<file path="config.mk">
export PLATFORM = sky130hd
export DESIGN_NAME = spi_flash_master
export DESIGN_NICKNAME = d
export VERILOG_FILES = /design/src/source/spi_flash_pkg.sv /design/src/source/spi_flash_master.sv /design/src/source/spi_op_sequencer.sv /design/src/source/spi_shifter.sv /design/src/source/sclk_gen.sv
export SDC_FILE = /design/constraint.sdc
export NUM_CORES = 1
export LEC_CHECK = 0
export ABC_AREA = 1
export ABC_CLOCK_PERIOD_IN_PS = 3260
export BUFFER_PORTS_ARGS = -buffer_cell sky130_fd_sc_hd__buf_2
export CORE_ASPECT_RATIO = 2
export CORE_MARGIN = 5
export CORE_UTILIZATION = 50
export DETAILED_ROUTE_END_ITERATION = 10
export PLACE_DENSITY_LB_ADDON = 0.15
export SYNTH_ARGS = -nofsm -noshare
export SYNTH_HDL_FRONTEND = slang
export SYNTH_SLANG_ARGS = --single-unit
</file>
<file path="constraint.sdc">
create_clock -name clk -period 3.26 [get_ports clk]
set_clock_uncertainty 0.1 [all_clocks]
set_input_delay 0.652 -clock clk [delete_from_list [all_inputs] [get_ports clk]]
set_output_delay 0.652 -clock clk [all_outputs]
set_load 0.01 [all_outputs]
</file>
<file path="src/source/spi_flash_pkg.sv">
package spi_flash_pkg;

    // sclk timing is counted in system clocks
    localparam int CLKS_PER_HALF_SCLK = 2;
    localparam int HALF_CNT_W = $clog2(2 * CLKS_PER_HALF_SCLK);

    // mode 3 idles sclk high and launches data on the leading edge
    localparam int CPOL = 1;
    localparam int CPHA = 1;

    // cs_n stays low this many clocks around the transfer
    localparam int CS_SETUP_CLKS = 4;
    localparam int CS_HOLD_CLKS = 4;
    localparam int CS_CNT_W = $clog2(CS_SETUP_CLKS + CS_HOLD_CLKS);

    localparam int EDGE_CNT_W = 9; // 64 bits worst case need 128 edges

    localparam int OPCODE_W = 8;
    localparam int ADDR_W = 24;
    localparam int RD_BYTES_W = 3;
    localparam int MAX_RD_BYTES = 4;

    localparam int TX_W = OPCODE_W + ADDR_W;
    localparam int RX_W = 8 * MAX_RD_BYTES;

    typedef struct packed {
        logic [OPCODE_W-1:0]   opcode;
        logic [ADDR_W-1:0]     addr;
        logic                  has_addr;
        logic [RD_BYTES_W-1:0] rd_bytes; // 0 to MAX_RD_BYTES
    } spi_cmd_t;

    // first byte read from the flash ends up as the most significant valid byte
    typedef struct packed {
        logic [RX_W-1:0]       rd_data;
        logic [RD_BYTES_W-1:0] rd_bytes;
    } spi_rsp_t;

    typedef enum logic [1:0] {
        IDLE,
        CS_SETUP,
        XFER,
        CS_HOLD
    } seq_state_t;

endpackage
</file>
<file path="src/source/spi_flash_master.sv">
`timescale 1ns/10ps

module spi_flash_master
    import spi_flash_pkg::*;
(
    input  logic     clk,
    input  logic     rst,
    input  logic     cmd_valid,
    input  spi_cmd_t cmd,
    output logic     busy,
    output logic     rsp_valid,
    output spi_rsp_t rsp,
    output logic     cs_n,
    output logic     sclk,
    output logic     mosi,
    input  logic     miso
);

    logic                  op_start;
    logic                  op_done;
    logic [EDGE_CNT_W-1:0] sclk_edges;
    logic                  load;
    logic [TX_W-1:0]       tx_word;
    logic [RX_W-1:0]       rx_word;
    logic                  sclk_leadedge;
    logic                  sclk_trailedge;

    spi_op_sequencer spi_op_sequencer_inst (
        .clk        (clk),
        .rst        (rst),
        .cmd_valid  (cmd_valid),
        .cmd        (cmd),
        .op_done    (op_done),
        .rx_word    (rx_word),
        .busy       (busy),
        .rsp_valid  (rsp_valid),
        .rsp        (rsp),
        .cs_n       (cs_n),
        .op_start   (op_start),
        .sclk_edges (sclk_edges),
        .load       (load),
        .tx_word    (tx_word)
    );

    sclk_gen sclk_gen_inst (
        .clk            (clk),
        .rst            (rst),
        .sclk_edges     (sclk_edges),
        .op_start       (op_start),
        .op_done        (op_done),
        .sclk_leadedge  (sclk_leadedge),
        .sclk_trailedge (sclk_trailedge),
        .sclk           (sclk)
    );

    spi_shifter spi_shifter_inst (
        .clk            (clk),
        .rst            (rst),
        .load           (load),
        .tx_word        (tx_word),
        .op_start       (op_start),
        .sclk_leadedge  (sclk_leadedge),
        .sclk_trailedge (sclk_trailedge),
        .miso           (miso),
        .mosi           (mosi),
        .rx_word        (rx_word)
    );

endmodule

</file>
<file path="src/source/spi_op_sequencer.sv">
`timescale 1ns/10ps

module spi_op_sequencer
    import spi_flash_pkg::*;
(
    input  logic                  clk,
    input  logic                  rst,
    input  logic                  cmd_valid,
    input  spi_cmd_t              cmd,
    input  logic                  op_done,
    input  logic [RX_W-1:0]       rx_word,
    output logic                  busy,
    output logic                  rsp_valid,
    output spi_rsp_t              rsp,
    output logic                  cs_n,
    output logic                  op_start,
    output logic [EDGE_CNT_W-1:0] sclk_edges,
    output logic                  load,
    output logic [TX_W-1:0]       tx_word
);

    seq_state_t          state;
    logic [CS_CNT_W-1:0] cs_cnt;
    logic [RD_BYTES_W-1:0] rd_bytes_q;
    spi_cmd_t            cmd_norm;
    logic                accept;
    logic                hold_done;
    logic [RX_W-1:0]     rd_mask;

    function automatic spi_cmd_t clamp_cmd(spi_cmd_t c);
        spi_cmd_t r;
        r = c;
        if (c.rd_bytes > RD_BYTES_W'(MAX_RD_BYTES)) begin
            r.rd_bytes = RD_BYTES_W'(MAX_RD_BYTES);
        end
        return r;
    endfunction

    // two sclk edges per bit
    function automatic logic [EDGE_CNT_W-1:0] edge_count(spi_cmd_t c);
        logic [EDGE_CNT_W-1:0] bits;
        bits = EDGE_CNT_W'(OPCODE_W);
        if (c.has_addr) begin
            bits = bits + EDGE_CNT_W'(ADDR_W);
        end
        bits = bits + EDGE_CNT_W'({c.rd_bytes, 3'b000});
        return bits << 1;
    endfunction

    assign cmd_norm = clamp_cmd(cmd);

    // busy covers the response cycle too, a new command can follow right after it
    assign busy = (state != IDLE) || rsp_valid;
    assign accept = cmd_valid && !busy;
    assign load = (state == CS_SETUP) && (cs_cnt == '0); // the cycle before op_start rises
    assign hold_done = (state == CS_HOLD) && (cs_cnt == '0);

    // shifting all ones left by 32 leaves nothing, which gives the full mask for four bytes
    assign rd_mask = ~({RX_W{1'b1}} << {rd_bytes_q, 3'b000});

    always_ff @(posedge clk or posedge rst) begin
        if (rst) begin
            state <= IDLE;
            cs_cnt <= '0;
            cs_n <= 1'b1;
            op_start <= 1'b0;
            rsp_valid <= 1'b0;
        end else begin
            rsp_valid <= 1'b0;
            case (state)
                IDLE: begin
                    if (accept) begin
                        state <= CS_SETUP;
                        cs_n <= 1'b0;
                        cs_cnt <= CS_CNT_W'(CS_SETUP_CLKS - 1);
                    end
                end
                CS_SETUP: begin
                    if (cs_cnt == '0) begin
                        state <= XFER;
                        op_start <= 1'b1;
                    end else begin
                        cs_cnt <= cs_cnt - 1'b1;
                    end
                end
                XFER: begin
                    if (op_done) begin // dropping op_start rearms sclk_gen
                        state <= CS_HOLD;
                        op_start <= 1'b0;
                        cs_cnt <= CS_CNT_W'(CS_HOLD_CLKS - 1);
                    end
                end
                CS_HOLD: begin
                    if (cs_cnt == '0) begin
                        state <= IDLE;
                        cs_n <= 1'b1;
                        rsp_valid <= 1'b1;
                    end else begin
                        cs_cnt <= cs_cnt - 1'b1;
                    end
                end
                default: state <= IDLE;
            endcase
        end
    end

    always_ff @(posedge clk) begin
        if (accept) begin
            rd_bytes_q <= cmd_norm.rd_bytes;
            sclk_edges <= edge_count(cmd_norm);
            // opcode goes out first, an opcode-only command leaves the address bits zero
            tx_word <= {cmd_norm.opcode, cmd_norm.has_addr ? cmd_norm.addr : {ADDR_W{1'b0}}};
        end
        if (hold_done) begin
            rsp.rd_data <= rx_word & rd_mask;
            rsp.rd_bytes <= rd_bytes_q;
        end
    end

endmodule

</file>
<file path="src/source/spi_shifter.sv">
`timescale 1ns/10ps

module spi_shifter
    import spi_flash_pkg::*;
(
    input  logic            clk,
    input  logic            rst,
    input  logic            load,
    input  logic [TX_W-1:0] tx_word,
    input  logic            op_start,
    input  logic            sclk_leadedge,
    input  logic            sclk_trailedge,
    input  logic            miso,
    output logic            mosi,
    output logic [RX_W-1:0] rx_word
);

    logic [TX_W-1:0] tx_reg;
    logic            launch_edge;
    logic            sample_edge;

    // CPHA 1 launches on the leading edge and samples on the trailing one
    assign launch_edge = (CPHA != 0) ? sclk_leadedge : sclk_trailedge;
    assign sample_edge = (CPHA != 0) ? sclk_trailedge : sclk_leadedge;

    // zeros shift in behind the command, so mosi stays low once it is sent
    always_ff @(posedge clk) begin
        if (load) begin
            tx_reg <= tx_word;
        end else if (op_start && launch_edge) begin
            tx_reg <= {tx_reg[TX_W-2:0], 1'b0};
        end
    end

    always_ff @(posedge clk or posedge rst) begin
        if (rst) begin
            mosi <= 1'b0;
        end else if (!op_start) begin
            mosi <= 1'b0;
        end else if (launch_edge) begin
            mosi <= tx_reg[TX_W-1];
        end
    end

    // every bit goes in, the read bytes are simply the last ones to arrive
    always_ff @(posedge clk) begin
        if (load) begin
            rx_word <= '0;
        end else if (op_start && sample_edge) begin
            rx_word <= {rx_word[RX_W-2:0], miso};
        end
    end

endmodule

</file>
<file path="src/source/sclk_gen.sv">
`timescale 1ns/10ps

module sclk_gen
    import spi_flash_pkg::*;
(
    input  logic                  clk,
    input  logic                  rst,
    input  logic [EDGE_CNT_W-1:0] sclk_edges,
    input  logic                  op_start,
    output logic                  op_done,
    output logic                  sclk_leadedge,
    output logic                  sclk_trailedge,
    output logic                  sclk
);

    localparam logic SCLK_IDLE = (CPOL != 0);

    logic [HALF_CNT_W-1:0] clk_cnt;
    logic [EDGE_CNT_W-1:0] edges_left;
    logic                  lead_pt;
    logic                  trail_pt;
    logic                  running;

    // the leading edge falls in the middle of each bit period, the trailing edge at its end
    assign lead_pt = (clk_cnt == HALF_CNT_W'(CLKS_PER_HALF_SCLK - 1));
    assign trail_pt = (clk_cnt == HALF_CNT_W'(2 * CLKS_PER_HALF_SCLK - 1));
    assign running = op_start && (edges_left != '0);

    always_ff @(posedge clk or posedge rst) begin
        if (rst) begin
            clk_cnt <= '0;
        end else if (!running) begin
            clk_cnt <= '0;
        end else if (trail_pt) begin
            clk_cnt <= '0;
        end else begin
            clk_cnt <= clk_cnt + 1'b1;
        end
    end

    always_ff @(posedge clk or posedge rst) begin
        if (rst) begin
            edges_left <= '0;
            sclk <= SCLK_IDLE;
            sclk_leadedge <= 1'b0;
            sclk_trailedge <= 1'b0;
            op_done <= 1'b0;
        end else if (!op_start) begin
            // idle between transfers, so pick up the next edge count here
            edges_left <= sclk_edges;
            sclk <= SCLK_IDLE;
            sclk_leadedge <= 1'b0;
            sclk_trailedge <= 1'b0;
            op_done <= 1'b0;
        end else if (edges_left == '0) begin
            sclk_leadedge <= 1'b0;
            sclk_trailedge <= 1'b0;
            op_done <= 1'b1; // held until op_start drops
        end else begin
            sclk_leadedge <= lead_pt;
            sclk_trailedge <= trail_pt;
            if (lead_pt || trail_pt) begin
                sclk <= ~sclk;
                edges_left <= edges_left - 1'b1;
            end
        end
    end

endmodule

</file>
==> results of run 1 <==
## per-layer routing
metal,global-route usage,share of wire
met1,0.152,0.37
met2,0.283,0.55
met3,0.0366,0.046
met4,0.0766,0.029
met5,0,0
## cells in the mapped netlist
cell,number
buf_4,4
nor2_4,2
nor3_1,2
nor3_2,1
o21ai_0,35
nand3_1,7
a31oi_1,1
dfstp_2,2
buf_2,11
o21ai_1,4
nand4_2,1
clkbuf_1,2
inv_1,86
and2_4,1
a31o_2,1
a21oi_1,39
nand2_1,196
a22o_1,1
or2_2,1
nor2_2,3
nor2_1,44
and2_1,1
ha_1,12
nand2_4,2
clkbuf_2,1
edfxtp_1,106
nand4_1,2
dfxtp_1,32
dfrtp_1,22
nand2_2,1
o211ai_1,1
inv_4,2
inv_2,4
buf_6,4
xor2_1,3
## stage by stage
step	hold WS [ns]	worst slack [ns]	cell area, µm²	util	std cells
2_1_floorplan	0.327	0.285	6590	-	637
3_3_place_gp	0.345	1.24	7090	0.546	851
3_5_place_dp	0.342	1.19	7090	0.546	851
4_1_cts	0.286	1.08	7660	0.589	883
5_1_grt	0.287	1.02	7660	0.589	883
6_report	0.301	1.10	7660	0.589	883
## critical path: stages, from the launching register on
cell	delay, ns
dfrtp_1	0.38
inv_1	0.09
ha_1	0.23
nand2_1	0.14
buf_2	0.16
## final cells by class
class	count	area share
clock buffer	19	0.0579
clock inverter	13	0.0162
inverter	92	0.0458
multi-input combinational	361	0.221
sequential	162	0.578
tap	152	0.0248
timing repair buffer	84	0.0565
## power breakdown
group / total (µW) / switching [µW] / internal [µW]
Combinational: 1670 / 1110 / 552
Clock: 1910 / 820 / 1090
Sequential: 3110 / 241 / 2870
## logic make-up (layout without fill, tap and decap cells)
group | Yosys count | count (layout) | share of synthesized area
AND/OR/NAND/NOR | 264 | 264 | 0.163
flip-flops | 162 | 162 | 0.672
XOR/XNOR | 3 | 3 | 0.00399
buffers and inverters | 114 | 208 | 0.0748
adder cells (fa/ha/maj) | 12 | 12 | 0.0228
AO/OA/AOI/OAI | 82 | 82 | 0.0640
## worst max-delay path by stage
stage	to	from	depth (start not counted)	slack, ns
after global routing	busy	spi_op_sequencer_inst.state[0]	4	1.02
after CTS	busy	spi_op_sequencer_inst.state[0]	4	1.08
after detailed placement	spi_op_sequencer_inst.sclk_edges[6]	cmd[3]	5	1.19
after global placement	spi_op_sequencer_inst.sclk_edges[6]	cmd[3]	5	1.24
final	busy	spi_op_sequencer_inst.state[0]	4	1.10
after floorplan	spi_op_sequencer_inst.rd_bytes_q[0]	spi_op_sequencer_inst.state[0]	4	0.29
==> qor.yml, run 1 <==
floorplanning:
  fp.dieH_um: 172
  core_um2: 13000
  start_util: 0.507
  core.rowCount: 59
  die_area_um2: 15700
  die_width_um: 91.2
  io_pins: 80
worst_setup_path:
  r2r_start: "spi_op_sequencer_inst.cs_cnt[0]"
  worstPathArrival_ns: 1.41
  end_kind: "output pin"
  r2r_cells: 4
  worstPathMaxFanout: 3
  r2r_slack_ns: 1.23
  criticalPathCategory: "flop to output pin"
  cp-start-kind: "flop"
  r2r_end: "spi_op_sequencer_inst.rsp[30]"
  cp.required_ns: 2.51
synthesis:
  syn-num-nets: 689
  yosysTopAreaCell: "edfxtp_1"
  synthesis.instances: 637
  ys_top_cells_by_area: "edfxtp_1 48%, nand2_1 11%, dfxtp_1 9.7%"
  yosys_warnings: 0
  ys_seq_elements: 162
  ys_types: 35
  synth.cell_area_um2: 6590
  netlist.area_leader.share: 0.483
  synth-seq-area-share: 0.672
  syn_avg_cell_area_um2: 10.3
cells_and_area:
  multi_input_area_um2: 1690
  registers.top_by_ff_count: "spi_op_sequencer_inst.rsp"
  final_common_cell: "nand2_1"
  nNetsFinal: 770
  final_layout_size_suffix_gt1_frac: 0.190
  area_growth_pct: 16.2
  fill_cells: 1155
  diodes: 0
  layout_common_cells: "196 x nand2_1, 106 x edfxtp_1, 86 x inv_1"
  largest_reg_flops: 35
  register_area_um2: 4430
sta:
  finalCriticalPeriod_ns: 2.16
  max_freq_ghz: 0.463
  slew_violations: 0
  grt_setup_unrepaired: "false"
  tightest_slew_ns: 0.956
  finalCritPeriodShare: 0.663
  relSlewSlack: 0.361
  fin_tns_setup_ns: 0
  finalSetupViolCount: 0
  hold_viol_final: 0
clock_tree:
  cts_buffers: 17
  ctsHoldBuffers: 0
  htree_levels: 4
  cts.sinks: 162
  worstSkewPairLatency_ns: 0.42
  ctsResizeCount: 0
  clock_tree.root_cell: "clkbuf_16"
  cts.path.max_buffers: 2
  cts_tree: "built"
  cts.reportedPaths.clkPinSlew_ns: 0.07
  post-cts-setup-buffers: 0
grt:
  grt-ovfl-total: 0
  antenna_found_initial: 0
  first_global_vias: 4247
  grt_max_degree: 58
  grt_pass1_wl_um: 19000
  grt_usage: 0.151
detailed_routing:
  wl_per_cell_um: 12.9
  ant_nets: 0
  drt_iter0_markers: 134
  wirelength_um: 11400
  drt-pass1-iter-count: 4
  drc: 0
  routed-via-count: 4313
  vias_per_cell: 4.88
hold_path:
  min_to: "spi_op_sequencer_inst.tx_word[30]"
  hold_depth: 1
  min_path_type: "primary input to flop"
  hold_start: "cmd[34]"
placement:
  place.gp.congestion: 0.796
  dp_hpwl_um: 7930
  portBuffers: 79
power_and_ir_drop:
  vdd_drop_max_mv: 0.448
  leakage_uw: 0.00350
  p_total_uw: 6680
  p_per_area_nw_per_um2: 873
job:
  cap_violations: 0
run_status:
  status: "finished, final reports clean"
No activity file was read; power rests on OpenSTA's default activity.
==> run 2, diff against run 1 <==
--- a/config.mk
+++ b/config.mk
@@ -5,8 +5,8 @@
 export SDC_FILE = /design/constraint.sdc
 export NUM_CORES = 1
 export LEC_CHECK = 0
-export ABC_AREA = 1
-export ABC_CLOCK_PERIOD_IN_PS = 3260
+export ABC_AREA = 0
+export ABC_CLOCK_PERIOD_IN_PS = 2100
 export BUFFER_PORTS_ARGS = -buffer_cell sky130_fd_sc_hd__buf_2
 export CORE_ASPECT_RATIO = 2
 export CORE_MARGIN = 5
==> constraint.sdc (replaced) <==
create_clock -name clk -period 2.1 [get_ports clk]
set_clock_uncertainty 0.1 [all_clocks]
set_input_delay 0.42 -clock clk [delete_from_list [all_inputs] [get_ports clk]]
set_output_delay 0.42 -clock clk [all_outputs]
set_load 0.01 [all_outputs]
==> run 2 against run 1 <==
Critical path depth did not move. Combinational power grew 12%. Synthesized cell count shrank 13%. Sequential power rose by 48%. Largest cell class unchanged. Utilization grew 1.8 points. Design area grew 0.20%. Critical endpoint unchanged. Largest power group unchanged. Power rose by 44%. Worst setup slack worse by 0.88 ns. Wire length down 3.9%. Register-to-register slack worse by 0.99 ns. Non-clock buffer count rose by 9.
==> qor.yml, run 2 <==
run_status:
  status: "finished, final reports clean"
cells_and_area:
  register_area_um2: 4430  # unchanged
  final_layout_size_suffix_gt1_frac: 0.203  # +0.0129
  fill_cells: 1054  # -8.7%
  largest_reg_flops: 35  # unchanged
  area_growth_pct: 19.1
  diodes: 0  # unchanged
  layout_common_cells: "171 x nand2_1, 106 x edfxtp_1, 79 x buf_2"
  registers.top_by_ff_count: "spi_op_sequencer_inst.rsp"
  nNetsFinal: 694  # -9.9%
  multi_input_area_um2: 1890  # +12%
  final_common_cell: "nand2_1"
detailed_routing:
  drt_iter0_markers: 185  # +38%
  wl_per_cell_um: 13.6  # +5.4%
  drc: 0  # unchanged
  ant_nets: 0  # unchanged
  vias_per_cell: 5.05  # +3.3%
  wirelength_um: 10900  # -3.9%
  drt-pass1-iter-count: 4  # unchanged
  routed-via-count: 4062  # -5.8%
grt:
  first_global_vias: 4008  # -5.6%
  gr-max-usage-layer: "met2"
  grt-ovfl-total: 0  # unchanged
  grt_pass1_wl_um: 18800  # -1.1%
  grt_max_degree: 37  # -36%
  antenna_found_initial: 0  # unchanged
  grt_usage: 0.152  # +0.00138
  use_met1: 0.168  # +0.0156
  met2_usage: 0.270  # -0.0124
  gr-usage-met3: 0.0449  # +0.00831
synthesis:
  netlist.area_leader.share: 0.494  # +0.0113
  syn_avg_cell_area_um2: 11.6  # +12%
  synth_edf_count: 106  # unchanged
  synth_ff_type: "edfxtp_1"
  synth.top_cells.by_count: "172 x nand2_1, 106 x edfxtp_1, 38 x a21oi_1"
  synth_most_common_cell: "nand2_1"
  synth-seq-area-share: 0.687  # +0.0157
  ys_types: 42  # +20%
  synthesis.instances: 555  # -13%
  ys_seq_elements: 162  # unchanged
  yosys_warnings: 0  # unchanged
  yosysTopAreaCell: "edfxtp_1"
  synthArstFlopShare: 0.148  # unchanged
  ys_top_cells_by_area: "edfxtp_1 49%, nand2_1 10%, dfxtp_1 9.9%"
  syn-num-nets: 607  # -12%
  synth.cell_area_um2: 6440  # -2.3%
job:
  cap_violations: 0  # unchanged
power_and_ir_drop:
  leakage_uw: 0.00315  # -10%
  intPower_uw: 6920  # +54%
  power.share.switching: 0.279  # -0.0463
  vdd_drop_max_mv: 0.786  # +75%
  p_sw_uw: 2680  # +23%
  clkPwrFrac: 0.325  # +0.040
  comb_power_share: 0.195  # -0.054
  power_frac_seq: 0.480  # +0.015
  p_per_area_nw_per_um2: 1250  # +43%
clock_tree:
  htree_levels: 4  # unchanged
  clock_tree.root_cell: "clkbuf_16"
  worstSkewPairLatency_ns: 0.41  # about the same
  cts.sinks: 162  # unchanged
  cts_buffers: 17  # unchanged
  cts.path.max_buffers: 2  # unchanged
  cts.reportedPaths.clkPinSlew_ns: 0.06  # about the same
  cts_tree: "built"
floorplanning:
  core.rowCount: 58  # -1.7%
  start_util: 0.510  # +0.00279
  core_um2: 12600  # -2.8%
  fp.dieH_um: 171  # -1.1%
  die_area_um2: 15400  # -2.1%
  io_pins: 80  # unchanged
  die_width_um: 90.3  # -1.0%
hold_path:
  min_to: "spi_op_sequencer_inst.tx_word[28]"
  hold_depth: 1  # unchanged
  hold_start: "cmd[32]"
  min_path_type: "primary input to flop"
sta:
  finalSetupViolCount: 0  # unchanged
  grt_setup_unrepaired: "false"
  fin_tns_setup_ns: 0  # unchanged
  max_freq_ghz: 0.532
  slew_violations: 0  # unchanged
  worst_slack_ns: 0.222  # -0.877 ns
  relSlewSlack: 0.649  # +0.288
  finalCriticalPeriod_ns: 1.88
  finalCritPeriodShare: 0.894
  hold_viol_final: 0  # unchanged
  tightest_slew_ns: 0.522  # -0.435 ns
placement:
  dp_hpwl_um: 7630  # -3.8%
  place.gp.congestion: 0.758  # -4.7%
  pre_cts_slack_ns: 0.210  # -0.983 ns
  portBuffers: 79  # unchanged
worst_setup_path:
  r2r_start: "sclk_gen_inst.edges_left[0]"
  worstPathMaxFanout: 5  # +2
  criticalPathCategory: "flop to output pin"
  r2r_slack_ns: 0.24  # -0.99 ns
  end_kind: "output pin"
  cp-start-kind: "flop"
  r2r_cells: 6  # +2
  worstPathArrival_ns: 1.36  # -0.05 ns
  cp.required_ns: 1.58  # -0.93 ns
  r2r_end: "sclk_gen_inst.edges_left[7]"
-- run 2: changes by cell type after synthesis, moves of 5 or more --
cell	change
nand3_1	-6
and2_1	+35
nand2_1	-24
nor2b_1	+30
inv_1	-76
clkbuf_1	+10
o21ai_0	-31
nand2b_1	+8
nor2_1	-28
mux2i_1	+5
-- run 2: power by group through the flow --
stage                     sequential, µW  clock (µW)  combinational [µW]
after floorplan                     4570           0                1420
after global placement              4640           0                1820
after detailed placement            4670           0                1900
after CTS                           4610        3190                1900
after global routing                4690        3360                2160
final                               4610        3130                1870
-- run 2: how the worst max path moves through the flow --
stage	from	end	cells past startpoint
after floorplan	spi_op_sequencer_inst.cs_cnt[0]	spi_shifter_inst.tx_reg[0]	7
after global placement	spi_op_sequencer_inst.cs_cnt[0]	spi_shifter_inst.tx_reg[15]	8
after detailed placement	sclk_gen_inst.edges_left[0]	sclk_gen_inst.edges_left[7]	6
after CTS	spi_op_sequencer_inst.state[0]	busy	4
after global routing	spi_op_sequencer_inst.cs_cnt[0]	spi_shifter_inst.tx_reg[18]	8
final	spi_op_sequencer_inst.state[0]	busy	4
-- run 2: final cells by class --
type                       count  share of cell area
clock buffer                  21              0.0587
clock inverter                11              0.0199
inverter                      10             0.00489
multi-input combinational    358               0.246
sequential                   162               0.577
tap                          150              0.0245
timing repair buffer          93              0.0688
-- run 2: what timing repair did --
action | CTS | global route
gates resized for setup | 0 | 1
hold buffers | 1 | 0
setup endpoints to repair | 0 | 1
buffers inserted | 0 | 0
hold endpoints to repair | 22 | 0
-- run 2: cell families after synthesis --
logic type,Yosys count,share of synthesized area
XOR/XNOR,3,0.00408
flip-flops,162,0.687
AO/OA/AOI/OAI,55,0.0482
multiplexers,6,0.00952
adder cells (fa/ha/maj),12,0.0233
buffers and inverters,35,0.0225
AND/OR/NAND/NOR,282,0.205
-- run 2: per-stage QoR --
stage | util | cell area (µm²) | cells | hold WS [ns] | power, µW
floorplan | - | 6450 | 555 | 0.332 | 5990
global placement | 0.558 | 7050 | 772 | 0.339 | 6460
detailed placement | 0.558 | 7050 | 772 | 0.345 | 6560
CTS | 0.607 | 7660 | 805 | 0.0610 | 9700
global route | 0.608 | 7670 | 805 | 0.0518 | 10200
finish | 0.608 | 7670 | 805 | 0.0787 | 9610
-- run 2: routing by layer --
metal	routed length, µm	part of all wire
met5	0	0
met4	251	0.023
met3	559	0.051
met2	5960	0.54
met1	4170	0.38
-- run 2: worst max-delay path, cell delays in order, from the launching register on --
cell      delay, ns
dfrtp_1        0.40
inv_1          0.11
ha_1           0.23
nand2b_1       0.07
buf_2          0.14
